<file path="src/design/mem_params.svh">
// word, register address, byte lane and opcode width defines

`ifndef MEM_PARAMS_SVH
`define MEM_PARAMS_SVH

// data and address width
`define MEM_XLEN 32

// register file address width
`define MEM_REG_AW 5

// byte lanes in one data word
`define MEM_LANES 4

// memory opcode width
`define MEM_OP_W 4

`endif

</file>
<file path="src/design/mem_op_pkg.sv">
// memory opcode enum and architectural exception code enum
`default_nettype none

`include "mem_params.svh"

package mem_op_pkg;

  // operations seen by the memory stage
  typedef enum logic [`MEM_OP_W-1:0] {
    MEM_NOP,
    MEM_LB,
    MEM_LBU,
    MEM_LH,
    MEM_LHU,
    MEM_LW,
    MEM_SB,
    MEM_SH,
    MEM_SW,
    MEM_LL,
    MEM_SC
  } mem_op_e;

  // values follow the MIPS Cause.ExcCode field
  typedef enum logic [4:0] {
    EXC_NONE    = 5'd0,
    EXC_SYSCALL = 5'd8,
    EXC_RI      = 5'd10,
    EXC_OV      = 5'd12,
    EXC_TRAP    = 5'd13,
    EXC_ERET    = 5'd14
  } exc_code_e;

endpackage

`default_nettype wire

</file>
<file path="src/design/mem_bus_pkg.sv">
// packed structs passed between execute, memory stage, data memory and writeback
`default_nettype none

`include "mem_params.svh"

package mem_bus_pkg;

  // one instruction handed over by execute
  typedef struct packed {
    mem_op_pkg::mem_op_e      op;
    logic [`MEM_XLEN-1:0]     addr;
    logic [`MEM_XLEN-1:0]     store_data;
    logic [`MEM_REG_AW-1:0]   wd;
    logic                     wreg;
    logic [`MEM_XLEN-1:0]     alu_result;
  } ex_mem_t;

  // raw exception flags from execute
  typedef struct packed {
    logic syscall;
    logic inst_invalid;
    logic trap;
    logic overflow;
    logic eret;
  } exc_flags_t;

  // data memory request, lanes big-endian
  typedef struct packed {
    logic                   ce;
    logic                   we;
    logic [`MEM_LANES-1:0]  sel;
    logic [`MEM_XLEN-1:0]   addr;
    logic [`MEM_XLEN-1:0]   wdata;
  } mem_req_t;

  // link bit write
  typedef struct packed {
    logic we;
    logic value;
  } ll_upd_t;

  // register file write from writeback
  typedef struct packed {
    logic                     wreg;
    logic [`MEM_REG_AW-1:0]   wd;
    logic [`MEM_XLEN-1:0]     wdata;
  } wb_t;

endpackage

`default_nettype wire

</file>
<file path="src/design/except_resolve.sv">
// fixed priority encoder from execute exception flags to one exception code
`default_nettype none

module except_resolve (
  input  mem_bus_pkg::exc_flags_t exc_i,
  output mem_op_pkg::exc_code_e   exc_code_o
);

  import mem_op_pkg::*;

  // first flag set wins
  always_comb
  begin
    if (exc_i.syscall)
    begin
      exc_code_o = EXC_SYSCALL;
    end
    else if (exc_i.inst_invalid)
    begin
      exc_code_o = EXC_RI;
    end
    else if (exc_i.trap)
    begin
      exc_code_o = EXC_TRAP;
    end
    else if (exc_i.overflow)
    begin
      exc_code_o = EXC_OV;
    end
    else if (exc_i.eret)
    begin
      exc_code_o = EXC_ERET;
    end
    else
    begin
      exc_code_o = EXC_NONE;
    end
  end

endmodule

`default_nettype wire

</file>
<file path="src/design/lsu_request.sv">
// data memory request decode, stall request, SC success and link bit update
`default_nettype none

`include "mem_params.svh"

module lsu_request (
  input  mem_bus_pkg::ex_mem_t    ex_i,
  input  mem_op_pkg::exc_code_e   exc_code_i,
  input  logic                    ll_bit_i,
  input  logic                    mem_rdata_valid_i,
  input  logic                    mem_wresp_valid_i,
  output mem_bus_pkg::mem_req_t   mem_req_o,
  output logic                    stall_o,
  output logic                    sc_ok_o,
  output mem_bus_pkg::ll_upd_t    ll_upd_o,
  output logic                    wreg_o
);

  import mem_op_pkg::*;
  import mem_bus_pkg::*;

  localparam int unsigned lane_aw = $clog2(`MEM_LANES);

  logic [lane_aw-1:0]     off;
  logic [`MEM_LANES-1:0]  byte_sel;
  logic [`MEM_LANES-1:0]  half_sel;
  logic                   exc_hit;
  logic                   sc_go;
  mem_req_t               req;

  assign off      = ex_i.addr[lane_aw-1:0];
  // offset 0 is the most significant lane
  assign byte_sel = {1'b1, {(`MEM_LANES-1){1'b0}}} >> off;
  assign half_sel = off[0] ? '0 : ({2'b11, {(`MEM_LANES-2){1'b0}}} >> off);
  assign exc_hit  = (exc_code_i != EXC_NONE);
  assign sc_go    = (ex_i.op == MEM_SC) && ll_bit_i;

  always_comb
  begin
    req = '0;
    case (ex_i.op)
      MEM_LB, MEM_LBU:
      begin
        req.ce  = 1'b1;
        req.sel = byte_sel;
      end
      MEM_LH, MEM_LHU:
      begin
        req.ce  = 1'b1;
        req.sel = half_sel;
      end
      MEM_LW, MEM_LL:
      begin
        req.ce  = 1'b1;
        req.sel = '1;
      end
      MEM_SB:
      begin
        req.ce    = 1'b1;
        req.we    = 1'b1;
        req.sel   = byte_sel;
        req.wdata = {`MEM_LANES{ex_i.store_data[7:0]}};
      end
      MEM_SH:
      begin
        req.ce    = 1'b1;
        req.we    = 1'b1;
        req.sel   = half_sel;
        req.wdata = {(`MEM_LANES/2){ex_i.store_data[15:0]}};
      end
      MEM_SW:
      begin
        req.ce    = 1'b1;
        req.we    = 1'b1;
        req.sel   = '1;
        req.wdata = ex_i.store_data;
      end
      MEM_SC:
      begin
        // store only with the link still held
        req.ce    = ll_bit_i;
        req.we    = ll_bit_i;
        req.sel   = ll_bit_i ? '1 : '0;
        req.wdata = ll_bit_i ? ex_i.store_data : '0;
      end
      default:
      begin
        req = '0;
      end
    endcase
    if (req.ce)
    begin
      req.addr = ex_i.addr;
    end
  end

  // exception cancels the access
  always_comb
  begin
    mem_req_o = req;
    if (exc_hit)
    begin
      mem_req_o.ce = 1'b0;
      mem_req_o.we = 1'b0;
    end
  end

  assign stall_o = mem_req_o.ce && (mem_req_o.we ? !mem_wresp_valid_i : !mem_rdata_valid_i);
  assign sc_ok_o = sc_go && !exc_hit;
  assign wreg_o  = ex_i.wreg && !exc_hit;

  always_comb
  begin
    ll_upd_o = '0;
    if (exc_hit)
    begin
      ll_upd_o.we = 1'b1;
    end
    else if (ex_i.op == MEM_LL)
    begin
      ll_upd_o.we    = 1'b1;
      ll_upd_o.value = 1'b1;
    end
    else if (sc_go)
    begin
      ll_upd_o.we = 1'b1;
    end
  end

endmodule

`default_nettype wire

</file>
<file path="src/design/load_formatter.sv">
// load lane selection with sign or zero extension, SC result and ALU result pass
`default_nettype none

`include "mem_params.svh"

module load_formatter (
  input  mem_bus_pkg::ex_mem_t  ex_i,
  input  logic [`MEM_XLEN-1:0]  mem_rdata_i,
  input  logic                  sc_ok_i,
  output logic [`MEM_XLEN-1:0]  wdata_o
);

  import mem_op_pkg::*;

  localparam int unsigned lane_aw = $clog2(`MEM_LANES);

  logic [lane_aw-1:0]  off;
  logic [7:0]          byte_lane;
  logic [15:0]         half_lane;
  logic                half_ok;

  assign off       = ex_i.addr[lane_aw-1:0];
  // big-endian lanes, offset 0 is bits 31..24
  assign byte_lane = mem_rdata_i[8*(`MEM_LANES-1-off) +: 8];
  assign half_lane = off[1] ? mem_rdata_i[`MEM_XLEN/2-1:0]
                            : mem_rdata_i[`MEM_XLEN-1:`MEM_XLEN/2];
  assign half_ok   = !off[0];

  always_comb
  begin
    wdata_o = ex_i.alu_result;
    case (ex_i.op)
      MEM_LB:
      begin
        wdata_o = {{(`MEM_XLEN-8){byte_lane[7]}}, byte_lane};
      end
      MEM_LBU:
      begin
        wdata_o = {{(`MEM_XLEN-8){1'b0}}, byte_lane};
      end
      MEM_LH:
      begin
        wdata_o = half_ok ? {{(`MEM_XLEN-16){half_lane[15]}}, half_lane} : '0;
      end
      MEM_LHU:
      begin
        wdata_o = half_ok ? {{(`MEM_XLEN-16){1'b0}}, half_lane} : '0;
      end
      MEM_LW, MEM_LL:
      begin
        wdata_o = mem_rdata_i;
      end
      MEM_SC:
      begin
        wdata_o = {{(`MEM_XLEN-1){1'b0}}, sc_ok_i};
      end
      default:
      begin
        wdata_o = ex_i.alu_result;
      end
    endcase
  end

endmodule

`default_nettype wire

</file>
<file path="src/design/mem_wb_reg.sv">
// memory to writeback pipeline register and LL/SC link bit register
`default_nettype none

`include "mem_params.svh"

module mem_wb_reg (
  input  logic                    clk,
  input  logic                    rst_n_i,
  input  logic                    stall_i,
  input  logic [`MEM_REG_AW-1:0]  wd_i,
  input  logic                    wreg_i,
  input  logic [`MEM_XLEN-1:0]    wdata_i,
  input  mem_bus_pkg::ll_upd_t    ll_upd_i,
  output logic                    ll_bit_o,
  output mem_bus_pkg::wb_t        wb_o
);

  import mem_bus_pkg::*;

  wb_t   wb_d;
  logic  ll_load;

  // stalled cycle retires nothing
  always_comb
  begin
    wb_d.wreg  = wreg_i && !stall_i;
    wb_d.wd    = wd_i;
    wb_d.wdata = wdata_i;
  end

  // link bit moves only when the instruction retires
  assign ll_load = ll_upd_i.we && !stall_i;

  always_ff @(posedge clk)
  begin
    if (!rst_n_i)
    begin
      wb_o     <= '0;
      ll_bit_o <= 1'b0;
    end
    else
    begin
      wb_o <= wb_d;
      if (ll_load)
      begin
        ll_bit_o <= ll_upd_i.value;
      end
    end
  end

endmodule

`default_nettype wire

</file>
<file path="src/design/mem_stage_top.sv">
// memory stage top with exception resolve, request decode, load format and writeback register
`default_nettype none

`include "mem_params.svh"

module mem_stage_top (
  input  logic                     clk,
  input  logic                     rst_n_i,
  input  mem_bus_pkg::ex_mem_t     ex_i,
  input  mem_bus_pkg::exc_flags_t  exc_i,
  input  logic [`MEM_XLEN-1:0]     mem_rdata_i,
  input  logic                     mem_rdata_valid_i,
  input  logic                     mem_wresp_valid_i,
  output mem_bus_pkg::mem_req_t    mem_req_o,
  output logic                     stall_o,
  output mem_op_pkg::exc_code_e    exc_code_o,
  output mem_bus_pkg::wb_t         wb_o
);

  import mem_bus_pkg::*;

  logic                  sc_ok;
  logic                  wreg;
  logic                  ll_bit;
  logic [`MEM_XLEN-1:0]  wdata;
  ll_upd_t               ll_upd;

  except_resolve i_except_resolve (
    .exc_i      (exc_i),
    .exc_code_o (exc_code_o)
  );

  lsu_request i_lsu_request (
    .ex_i              (ex_i),
    .exc_code_i        (exc_code_o),
    .ll_bit_i          (ll_bit),
    .mem_rdata_valid_i (mem_rdata_valid_i),
    .mem_wresp_valid_i (mem_wresp_valid_i),
    .mem_req_o         (mem_req_o),
    .stall_o           (stall_o),
    .sc_ok_o           (sc_ok),
    .ll_upd_o          (ll_upd),
    .wreg_o            (wreg)
  );

  load_formatter i_load_formatter (
    .ex_i        (ex_i),
    .mem_rdata_i (mem_rdata_i),
    .sc_ok_i     (sc_ok),
    .wdata_o     (wdata)
  );

  mem_wb_reg i_mem_wb_reg (
    .clk      (clk),
    .rst_n_i  (rst_n_i),
    .stall_i  (stall_o),
    .wd_i     (ex_i.wd),
    .wreg_i   (wreg),
    .wdata_i  (wdata),
    .ll_upd_i (ll_upd),
    .ll_bit_o (ll_bit),
    .wb_o     (wb_o)
  );

endmodule

`default_nettype wire

</file>
<file path="config.mk">
export PLATFORM = sky130hd
export DESIGN_NAME = mem_stage_top
export DESIGN_NICKNAME = d
export VERILOG_FILES = /design/src/design/mem_op_pkg.sv /design/src/design/mem_bus_pkg.sv /design/src/design/except_resolve.sv /design/src/design/lsu_request.sv /design/src/design/load_formatter.sv /design/src/design/mem_wb_reg.sv /design/src/design/mem_stage_top.sv
export VERILOG_INCLUDE_DIRS = /design/src /design/src/design
export SDC_FILE = /design/constraint.sdc
export NUM_CORES = 1
export LEC_CHECK = 0
export BUFFER_PORTS_ARGS = -buffer_cell sky130_fd_sc_hd__buf_2
export CORE_UTILIZATION = 31
export DETAILED_ROUTE_END_ITERATION = 16
export GPL_ROUTABILITY_DRIVEN = 0
export PLACE_DENSITY = 0.69
export SLEW_MARGIN = 10
export SYNTH_ARGS = -nofsm -noshare
export SYNTH_HDL_FRONTEND = slang
export SYNTH_HIERARCHICAL = 1
export SYNTH_SLANG_ARGS = --single-unit
export TNS_END_PERCENT = 50
</file>
<file path="constraint.sdc">
create_clock -name clk -period 5.4 [get_ports clk]
set_input_delay 1.08 -clock clk [delete_from_list [all_inputs] [get_ports clk]]
set_output_delay 1.08 -clock clk [all_outputs]
set_load 0.1 [all_outputs]
</file>
======== After elaboration in Yosys (flattened, before gate mapping) ========
Index checks and enable logic that the tools add are counted.
word-level totals
  register bits after elaboration ......... 39
  bits in latches ......................... 0
  memory bits (writable) .................. 0
  bits in read-only memories .............. 0
  output and inout bits ................... 114
  logic and storage cells ................. 59
  memories kept ........................... 0
operators by class
  add/sub/neg operators ................... 1
  multipliers ............................. 0
  divide/modulo/power cells ............... 0
  order comparisons ....................... 0
  eq/ne operators ......................... 10
  shift-type cells ........................ 3
  multiplexer cells ....................... 24
  bitwise logic cells ..................... 0
  reductions and logical operators ........ 17
operators with widths
  operator               number
  $pmux W32 S6           1
  $pmux W32 S4           1
  $mux W32               3
  $shiftx A32 B33 Y8     1
  $mux W16               2
  $mux W5                4
  $eq A4 B3 Y1 const B   4
  $pmux W4 S4            1
  $eq A4 B4 Y1 const B   3
  $mux W4                3
  $reduce_or A3 Y1       4
  $reduce_or A9 Y1       1
  $eq A4 B2 Y1 const B   2
  $shr A4 B2 Y4 const A  2
  $logic_and A1 B1 Y1    6
  $mux W1                6
  $reduce_bool A5 Y1     1
  $eq A4 B1 Y1 const B   1
  $logic_not A1 Y1       4
  $pmux W1 S2            2
  $sub A2 B2 Y3 const A  1
  $mux W2                1
  $reduce_or A2 Y1       1

======== Longest topological paths before layout ========
Gate-level depths: netlist of the first run.
  word-level depth ........................ 11
  depth in mapped cells ................... 9

======== Cells and area by module ========
The synthesis of the first run kept the hierarchy.
by module, submodules not included
  module          instances  cells each  area each (µm²)  sequential area each (µm²)
  load_formatter  1          190         1167.4           0.0
  mem_wb_reg      1          85          1082.3           780.7
  lsu_request     1          133         927.1            0.0
  except_resolve  1          10          53.8             0.0

======== Least setup slack after synthesis of the first run ========
No wires, ideal clock.
  kind .................................... input to output
  start point ............................. input port exc_i[4] (netlist name)
  end point ............................... output port stall_o
  data arrival time ....................... 4.233 ns
  path slack .............................. 0.087 ns
  stages .................................. 4
  path buffers ............................ 0
  cell sequence ........................... nor3_1 > or4_1 > nor2_1 > and3_1
on the way
  word-level cells in the longest chain between the ends .. 5
ends and longest elaborated chain
  element                  line                  source
  from (decl)              mem_stage_top.sv:10   input mem_bus_pkg::exc_flags_t exc_i,
  $mux W5 (*)              except_resolve.sv:14  if (exc_i.syscall)
  $reduce_bool A5 Y1 (*)   lsu_request.sv:35     assign exc_hit = (exc_code_i != EXC_NONE);
  $mux W2 (*)              lsu_request.sv:101    if (exc_hit)
  $mux W1                  lsu_request.sv:108    assign stall_o = mem_req_o.ce && (mem_req_o.we ? !mem_wresp_valid_i : !mem_rdata_valid_i);
  $logic_and A1 B1 Y1 (*)  lsu_request.sv:108
  to (decl)                mem_stage_top.sv:15   output logic stall_o,
Mark *: on every way between the ends. The rest lies on a longest branch, timed or not.

======== Final worst setup path of the first run ========
  start point ............................. input port ex_i[102] (netlist name)
  end point ............................... output port stall_o
on the way
  word-level cells in the longest chain between the ends .. 6
  elaborated cells between the ends (all ways) .. 17
  those cells by class .................... eq/ne (10); mux (4); reduce/logical (3)
ends and longest elaborated chain
  element                                       line                source
  from (decl)                                   mem_stage_top.sv:9  input mem_bus_pkg::ex_mem_t ex_i,
  $eq A4 B3 Y1 or $eq A4 B4 Y1 (tied branches)  lsu_request.sv:41   case (ex_i.op)
  $reduce_or A3 Y1 (no source line)             -
  $pmux W1 S2                                   lsu_request.sv:41
  $mux W2 (*)                                   lsu_request.sv:101
  $mux W1                                       lsu_request.sv:108
  $logic_and A1 B1 Y1 (*)                       lsu_request.sv:108
Marks and branches as above.

==> run metrics, run 1 <==
Clock Latency Late Sink 290 ps; Setup-failing EPs final 0; pwr dens 264 nW/um^2; status finished, final reports clean; placed cell area 4510 um^2; YS warnings 6; CTS sink count 39; final hold violations 0; reg2reg path depth 6; CP cell instances buf_2 > nand2b_1 > a21oi_1 > a2bb2oi_2 > and3_1 > buf_2; type of origin of the critical path input port; distinct cell type count after synthesis 57; post-route setup slack 811 ps; Mapped Area 3230 um^2; Top FF cell, synth dfxtp_1; detailed-route vias per instance 5.07; Hold-fix buffers, CTS 0; crit end category primary output; P_leak 2.39 nW; width of the die 104 um; Hold Path End i_mem_wb_reg/ll_bit_o; drt drc 0; cell mode on critical path buf_2; Iteration-0 DRC Markers 302; most common cell after layout, fill and taps aside buf_2; max incr delay on CP 810 ps; Starting Density 32.5%; FF-to-FF End i_mem_wb_reg/ll_bit_o; Reg2Reg Setup Slack 3250 ps; Total GRT Usage 22.0%; die footprint 10800 um^2; WP data required 4320 ps; CTS root buffer clkbuf_8; RSZ-0062 raised after global routing no; ANT nets after route 0; Final Hold Slack 525 ps; critical path type in -> out; worst-margin pin slew 1060 ps; TritonCTS clock tree yes; Core Region 9950 um^2; Non-Filler Instances 787; layout cells sized above 1 46.3%; Critical-path top delay cell a2bb2oi_2; post-DP HPWL 9820 um; fin nets 800; row cnt 36; wire per inst 15.9 um; CTS buffer count 5; CP Max Fanout 34; fin crit period 4590 ps; post-cts resize count 0; number of fill cells 1045; register bit total from synthesis 39; final WL 12500 um; n_diodes 0; hold crit path type reg -> reg; async set-reset flop share out of synthesis 0%; I/O Buffers 259; vias in the first global route 3799; number of max-cap violations 0; final cycle utilization of the critical path 85.0%; pin count of the biggest net entering global routing 41; Setup TNS Final 0 ps; max-slew violation count 0; Vias 3993; H-Tree Depth 2; dpl ws 832 ps; worst hold start i_mem_wb_reg/ll_bit_o; Area Growth Syn to Fin 42.3%; Vert. Die Dim 104 um; clock slew at reported path FFs 80 ps; clock skew 1.06 ps; Max Fclk 218 MHz; syn nets 565; Max Root-Sink Buffers 2; first-pass GRT wire length 19300 um; Arrival @ worst endpoint 3510 ps; Pwr Total 1.22 mW; reg2reg start i_mem_wb_reg/ll_bit_o; Max-slew headroom 29.3%; number of synthesized flops with an enable pin 0; post-CTS setup buffer count 0; most frequent cells in the layout buf_2, and2_1, nor2_1, dfxtp_1, nand2_1; Ports 261; Syn Inst Count 418; Hold Path Depth 2; initial antenna violation count 0; Inst Count DP 779; post-synthesis area per instance 7.73 um^2; GRT overflow 0; final core occ 46.2%; fin area 4600 um^2; DR pass1 iterations 4; register area share after synthesis 24.2%; peak supply drop 0.000133 V
## metal layers
| metal | vias to the layer above | share of wire [%] | GRT usage (%) |
|---|---|---|---|
| met5 | - | 0 | 0 |
| met4 | 0 | 2.4 | 7.35 |
| met3 | 22 | 6.3 | 3.88 |
| met2 | 209 | 49 | 38.4 |
| met1 | 1816 | 42 | 27.1 |
| li1 | 1946 | - | - |
## critical path, delay by kind of cell
kind	cells	cell delay, ps
simple gates	2	630
buf+inv	2	780
compound gates	2	990
## cells in the mapped netlist (3+ instances only)
cell type / n / share of area [%]
buf_2: 8 / 1.2
a22o_1: 17 / 4.6
nand3_1: 5 / 0.77
nand2b_1: 3 / 0.58
or3_1: 7 / 1.4
nor3_1: 6 / 0.93
and2_2: 17 / 4.0
mux2i_1: 24 / 7.4
a31oi_1: 16 / 3.1
o211ai_1: 7 / 1.6
o31ai_1: 8 / 1.9
buf_4: 3 / 0.70
buf_6: 7 / 2.4
dfxtp_1: 39 / 24
o21ai_0: 14 / 2.2
clkbuf_2: 6 / 0.93
nand2_1: 33 / 3.8
nor2b_1: 5 / 0.97
inv_1: 7 / 0.81
clkbuf_1: 8 / 0.93
and3_1: 4 / 0.77
a2bb2oi_1: 8 / 2.2
and2_1: 64 / 12
nor2_1: 40 / 4.6
a21oi_1: 23 / 3.6
## state kept, by name, summed over array words and instances (netlist names)
| register | count |
|---|---|
| i_mem_wb_reg/ll_bit_o | 1 |
| i_mem_wb_reg/wb_o | 38 |
## how the worst max path moves through the flow
stage | startpoint | to | slack (ps) | cells after the start
after floorplan | exc_i[4] | stall_o | 90 | 4
after global placement | ex_i[102] | stall_o | 960 | 6
after detailed placement | ex_i[102] | stall_o | 830 | 6
after CTS | ex_i[102] | stall_o | 830 | 6
after global routing | ex_i[102] | stall_o | 520 | 6
final | ex_i[102] | stall_o | 810 | 6
## cells by family after synthesis
| logic type | Yosys count | synth area share [%] |
|---|---|---|
| AOI/OAI and AO/OA | 108 | 24.3 |
| xor gates and xnor gates | 3 | 0.813 |
| buffers and inverters | 42 | 7.40 |
| DFF | 39 | 24.2 |
| muxes | 27 | 8.83 |
| and+or+nand+nor | 198 | 34.4 |
| other | 1 | 0.116 |
## layout make-up
cell class / count / area, um^2 / share of cell area, %
Inverter: 8 / 30.0 / 0.653
Multi-Input combinational cell: 337 / 2220 / 48.2
Clock buffer: 6 / 72.6 / 1.58
Tap cell: 133 / 166 / 3.62
Sequential cell: 39 / 781 / 17.0
Clock inverter: 2 / 12.5 / 0.272
Timing Repair Buffer: 262 / 1320 / 28.7
## power by group
part / switching (mW) / leakage, nW / internal [mW]
logic: 0.553 / 2.02 / 0.146
clock network: 0.110 / 0.0412 / 0.0904
registers: 0.00570 / 0.324 / 0.311
total: 0.669 / 2.39 / 0.547
Note: power is estimated with default switching activity, not from simulation.
==> run 2, diff against run 1 <==
clock period = 4.4 ns   (was 5.4 ns; I/O delays follow)
==> run metrics, run 2 (synthesis results as in run 1) <==
post-DP HPWL 10000 um; met3 GRT Util 3.26%; die footprint 10800 um^2; detailed-route vias per instance 5.12; hold crit path type reg -> reg; Vias 4039; DR pass1 iterations 5; clock skew 0.739 ps; Inst Count DP 781; FF-to-FF End i_mem_wb_reg/ll_bit_o; status finished, final reports clean; Final Hold Slack 515 ps; WP data required 3520 ps; post-CTS setup buffer count 0; Seq pwr share 25.0%; worst hold start i_mem_wb_reg/ll_bit_o; cell family with most CP delay buffers and inverters; CTS buffer count 5; fin crit period 3790 ps; clock slew at reported path FFs 80 ps; Clock Latency Late Sink 290 ps; Starting Density 32.5%; Max-slew headroom 48.3%; Non-Filler Instances 789; CP cell instances buf_2 > nand2b_4 > nor3_4 > a21o_4 > a22o_1 > buf_2; fin area 4660 um^2; worst-margin pin slew 770 ps; dpl ws 648 ps; placed cell area 4550 um^2; peak supply drop 0.000208 V; wire per inst 15.9 um; max-slew violation count 0; post-cts resize count 0; P_leak 2.42 nW; NetSw 0.824 mW; GRT overflow 0; type of origin of the critical path input port; I/O Buffers 259; pin count of the biggest net entering global routing 41; layout cells sized above 1 47.0%; crit end category primary output; Ports 261; RSZ-0062 raised after global routing no; Clk network pwr share 19.8%; reg2reg start i_mem_wb_reg/ll_bit_o; CTS sink count 39; Critical-path top delay cell nor3_4; most common cell after layout, fill and taps aside buf_2; initial antenna violation count 0; final cycle utilization of the critical path 86.2%; Vert. Die Dim 104 um; ANT nets after route 0; Global Route met2 Usage 39.2%; drt drc 0; Iteration-0 DRC Markers 326; Arrival @ worst endpoint 2910 ps; Hold Path End i_mem_wb_reg/ll_bit_o; number of max-cap violations 0; row cnt 36; Total GRT Usage 22.1%; Hold Path Depth 2; Pwr Total 1.56 mW; critical path type in -> out; H-Tree Depth 2; Core Region 9950 um^2; final WL 12600 um; Setup-failing EPs final 0; pwr dens 334 nW/um^2; Area Growth Syn to Fin 44.3%; fin nets 802; crit path buf inv count 2; n_diodes 0; post-route setup slack 609 ps; Largest regs i_mem_wb_reg/wb_o x38, i_mem_wb_reg/ll_bit_o x1; reg2reg path depth 6; Sw Share 53.0%; grt met1 use 28.0%; Largest register FFs 38; CP Max Fanout 27; final hold violations 0; Setup TNS Final 0 ps; max incr delay on CP 610 ps; vias in the first global route 3762; largest register by flop count i_mem_wb_reg/wb_o; final core occ 46.8%; Hold-fix buffers, CTS 0; cell mode on critical path buf_2; first-pass GRT wire length 19300 um; Max Fclk 264 MHz; width of the die 104 um; logic gate share of total power 55.2%; Reg2Reg Setup Slack 2660 ps; most frequent cells in the layout buf_2, and2_1, nor2_1, dfxtp_1, nand2_1; TritonCTS clock tree yes; Max Root-Sink Buffers 2; grt peak-use layer met2; cell-internal power 0.731 mW; CTS root buffer clkbuf_8
==> run 2: cell count changes in the layout (fill, tap and decap cells not counted), sizes merged <==
| cell | delta |
|---|---|
| buf | +2 |
| clkbuf | -1 |
| bufinv | +1 |
| clkinvlp | -1 |
| clkinv | +1 |
==> run 2: layout make-up <==
type / count / area, um^2
fillers: 1022 / 5290
multi-input cells: 337 / 2220
repair buffers: 264 / 1350
flip-flops and latches: 39 / 781
well taps: 133 / 166
clock buffers: 5 / 68.8
clock inverters: 3 / 43.8
inverters: 8 / 30.0
==> run 2: power by group through the flow <==
stage	logic, mW	clock network [mW]	registers, mW
2_1_floorplan	0.470	0	0.611
3_3_place_gp	0.851	0	0.396
3_5_place_dp	0.856	0	0.397
4_1_cts	0.858	0.319	0.388
5_1_grt	0.894	0.332	0.391
6_report	0.859	0.308	0.388
==> run 2: routing by layer <==
metal / part of all wire, % / vias up
met5: 0 / -
met4: 1.0 / 0
met3: 6.6 / 13
met2: 50 / 209
met1: 43 / 1871
li1: - / 1946
==> run 2: worst max-delay path by stage <==
stage / end / slack, ps / cells after the start / start
6_report: mem_req_o[8] / 610 / 6 / ex_i[105]
5_1_grt: mem_req_o[69] / 500 / 7 / exc_i[2]
4_1_cts: mem_req_o[8] / 650 / 6 / ex_i[105]
3_5_place_dp: mem_req_o[8] / 650 / 6 / ex_i[105]
3_3_place_gp: mem_req_o[8] / 720 / 6 / ex_i[105]
2_1_floorplan: mem_req_o[64] / -200 / 5 / ex_i[103]
==> run 2: tightest hold or removal path, delay by kind of cell (launching register included) <==
kind,cells,cell delay (ps)
flip-flops,1,350
AND/OR/NAND/NOR,1,70
multiplexers,1,60
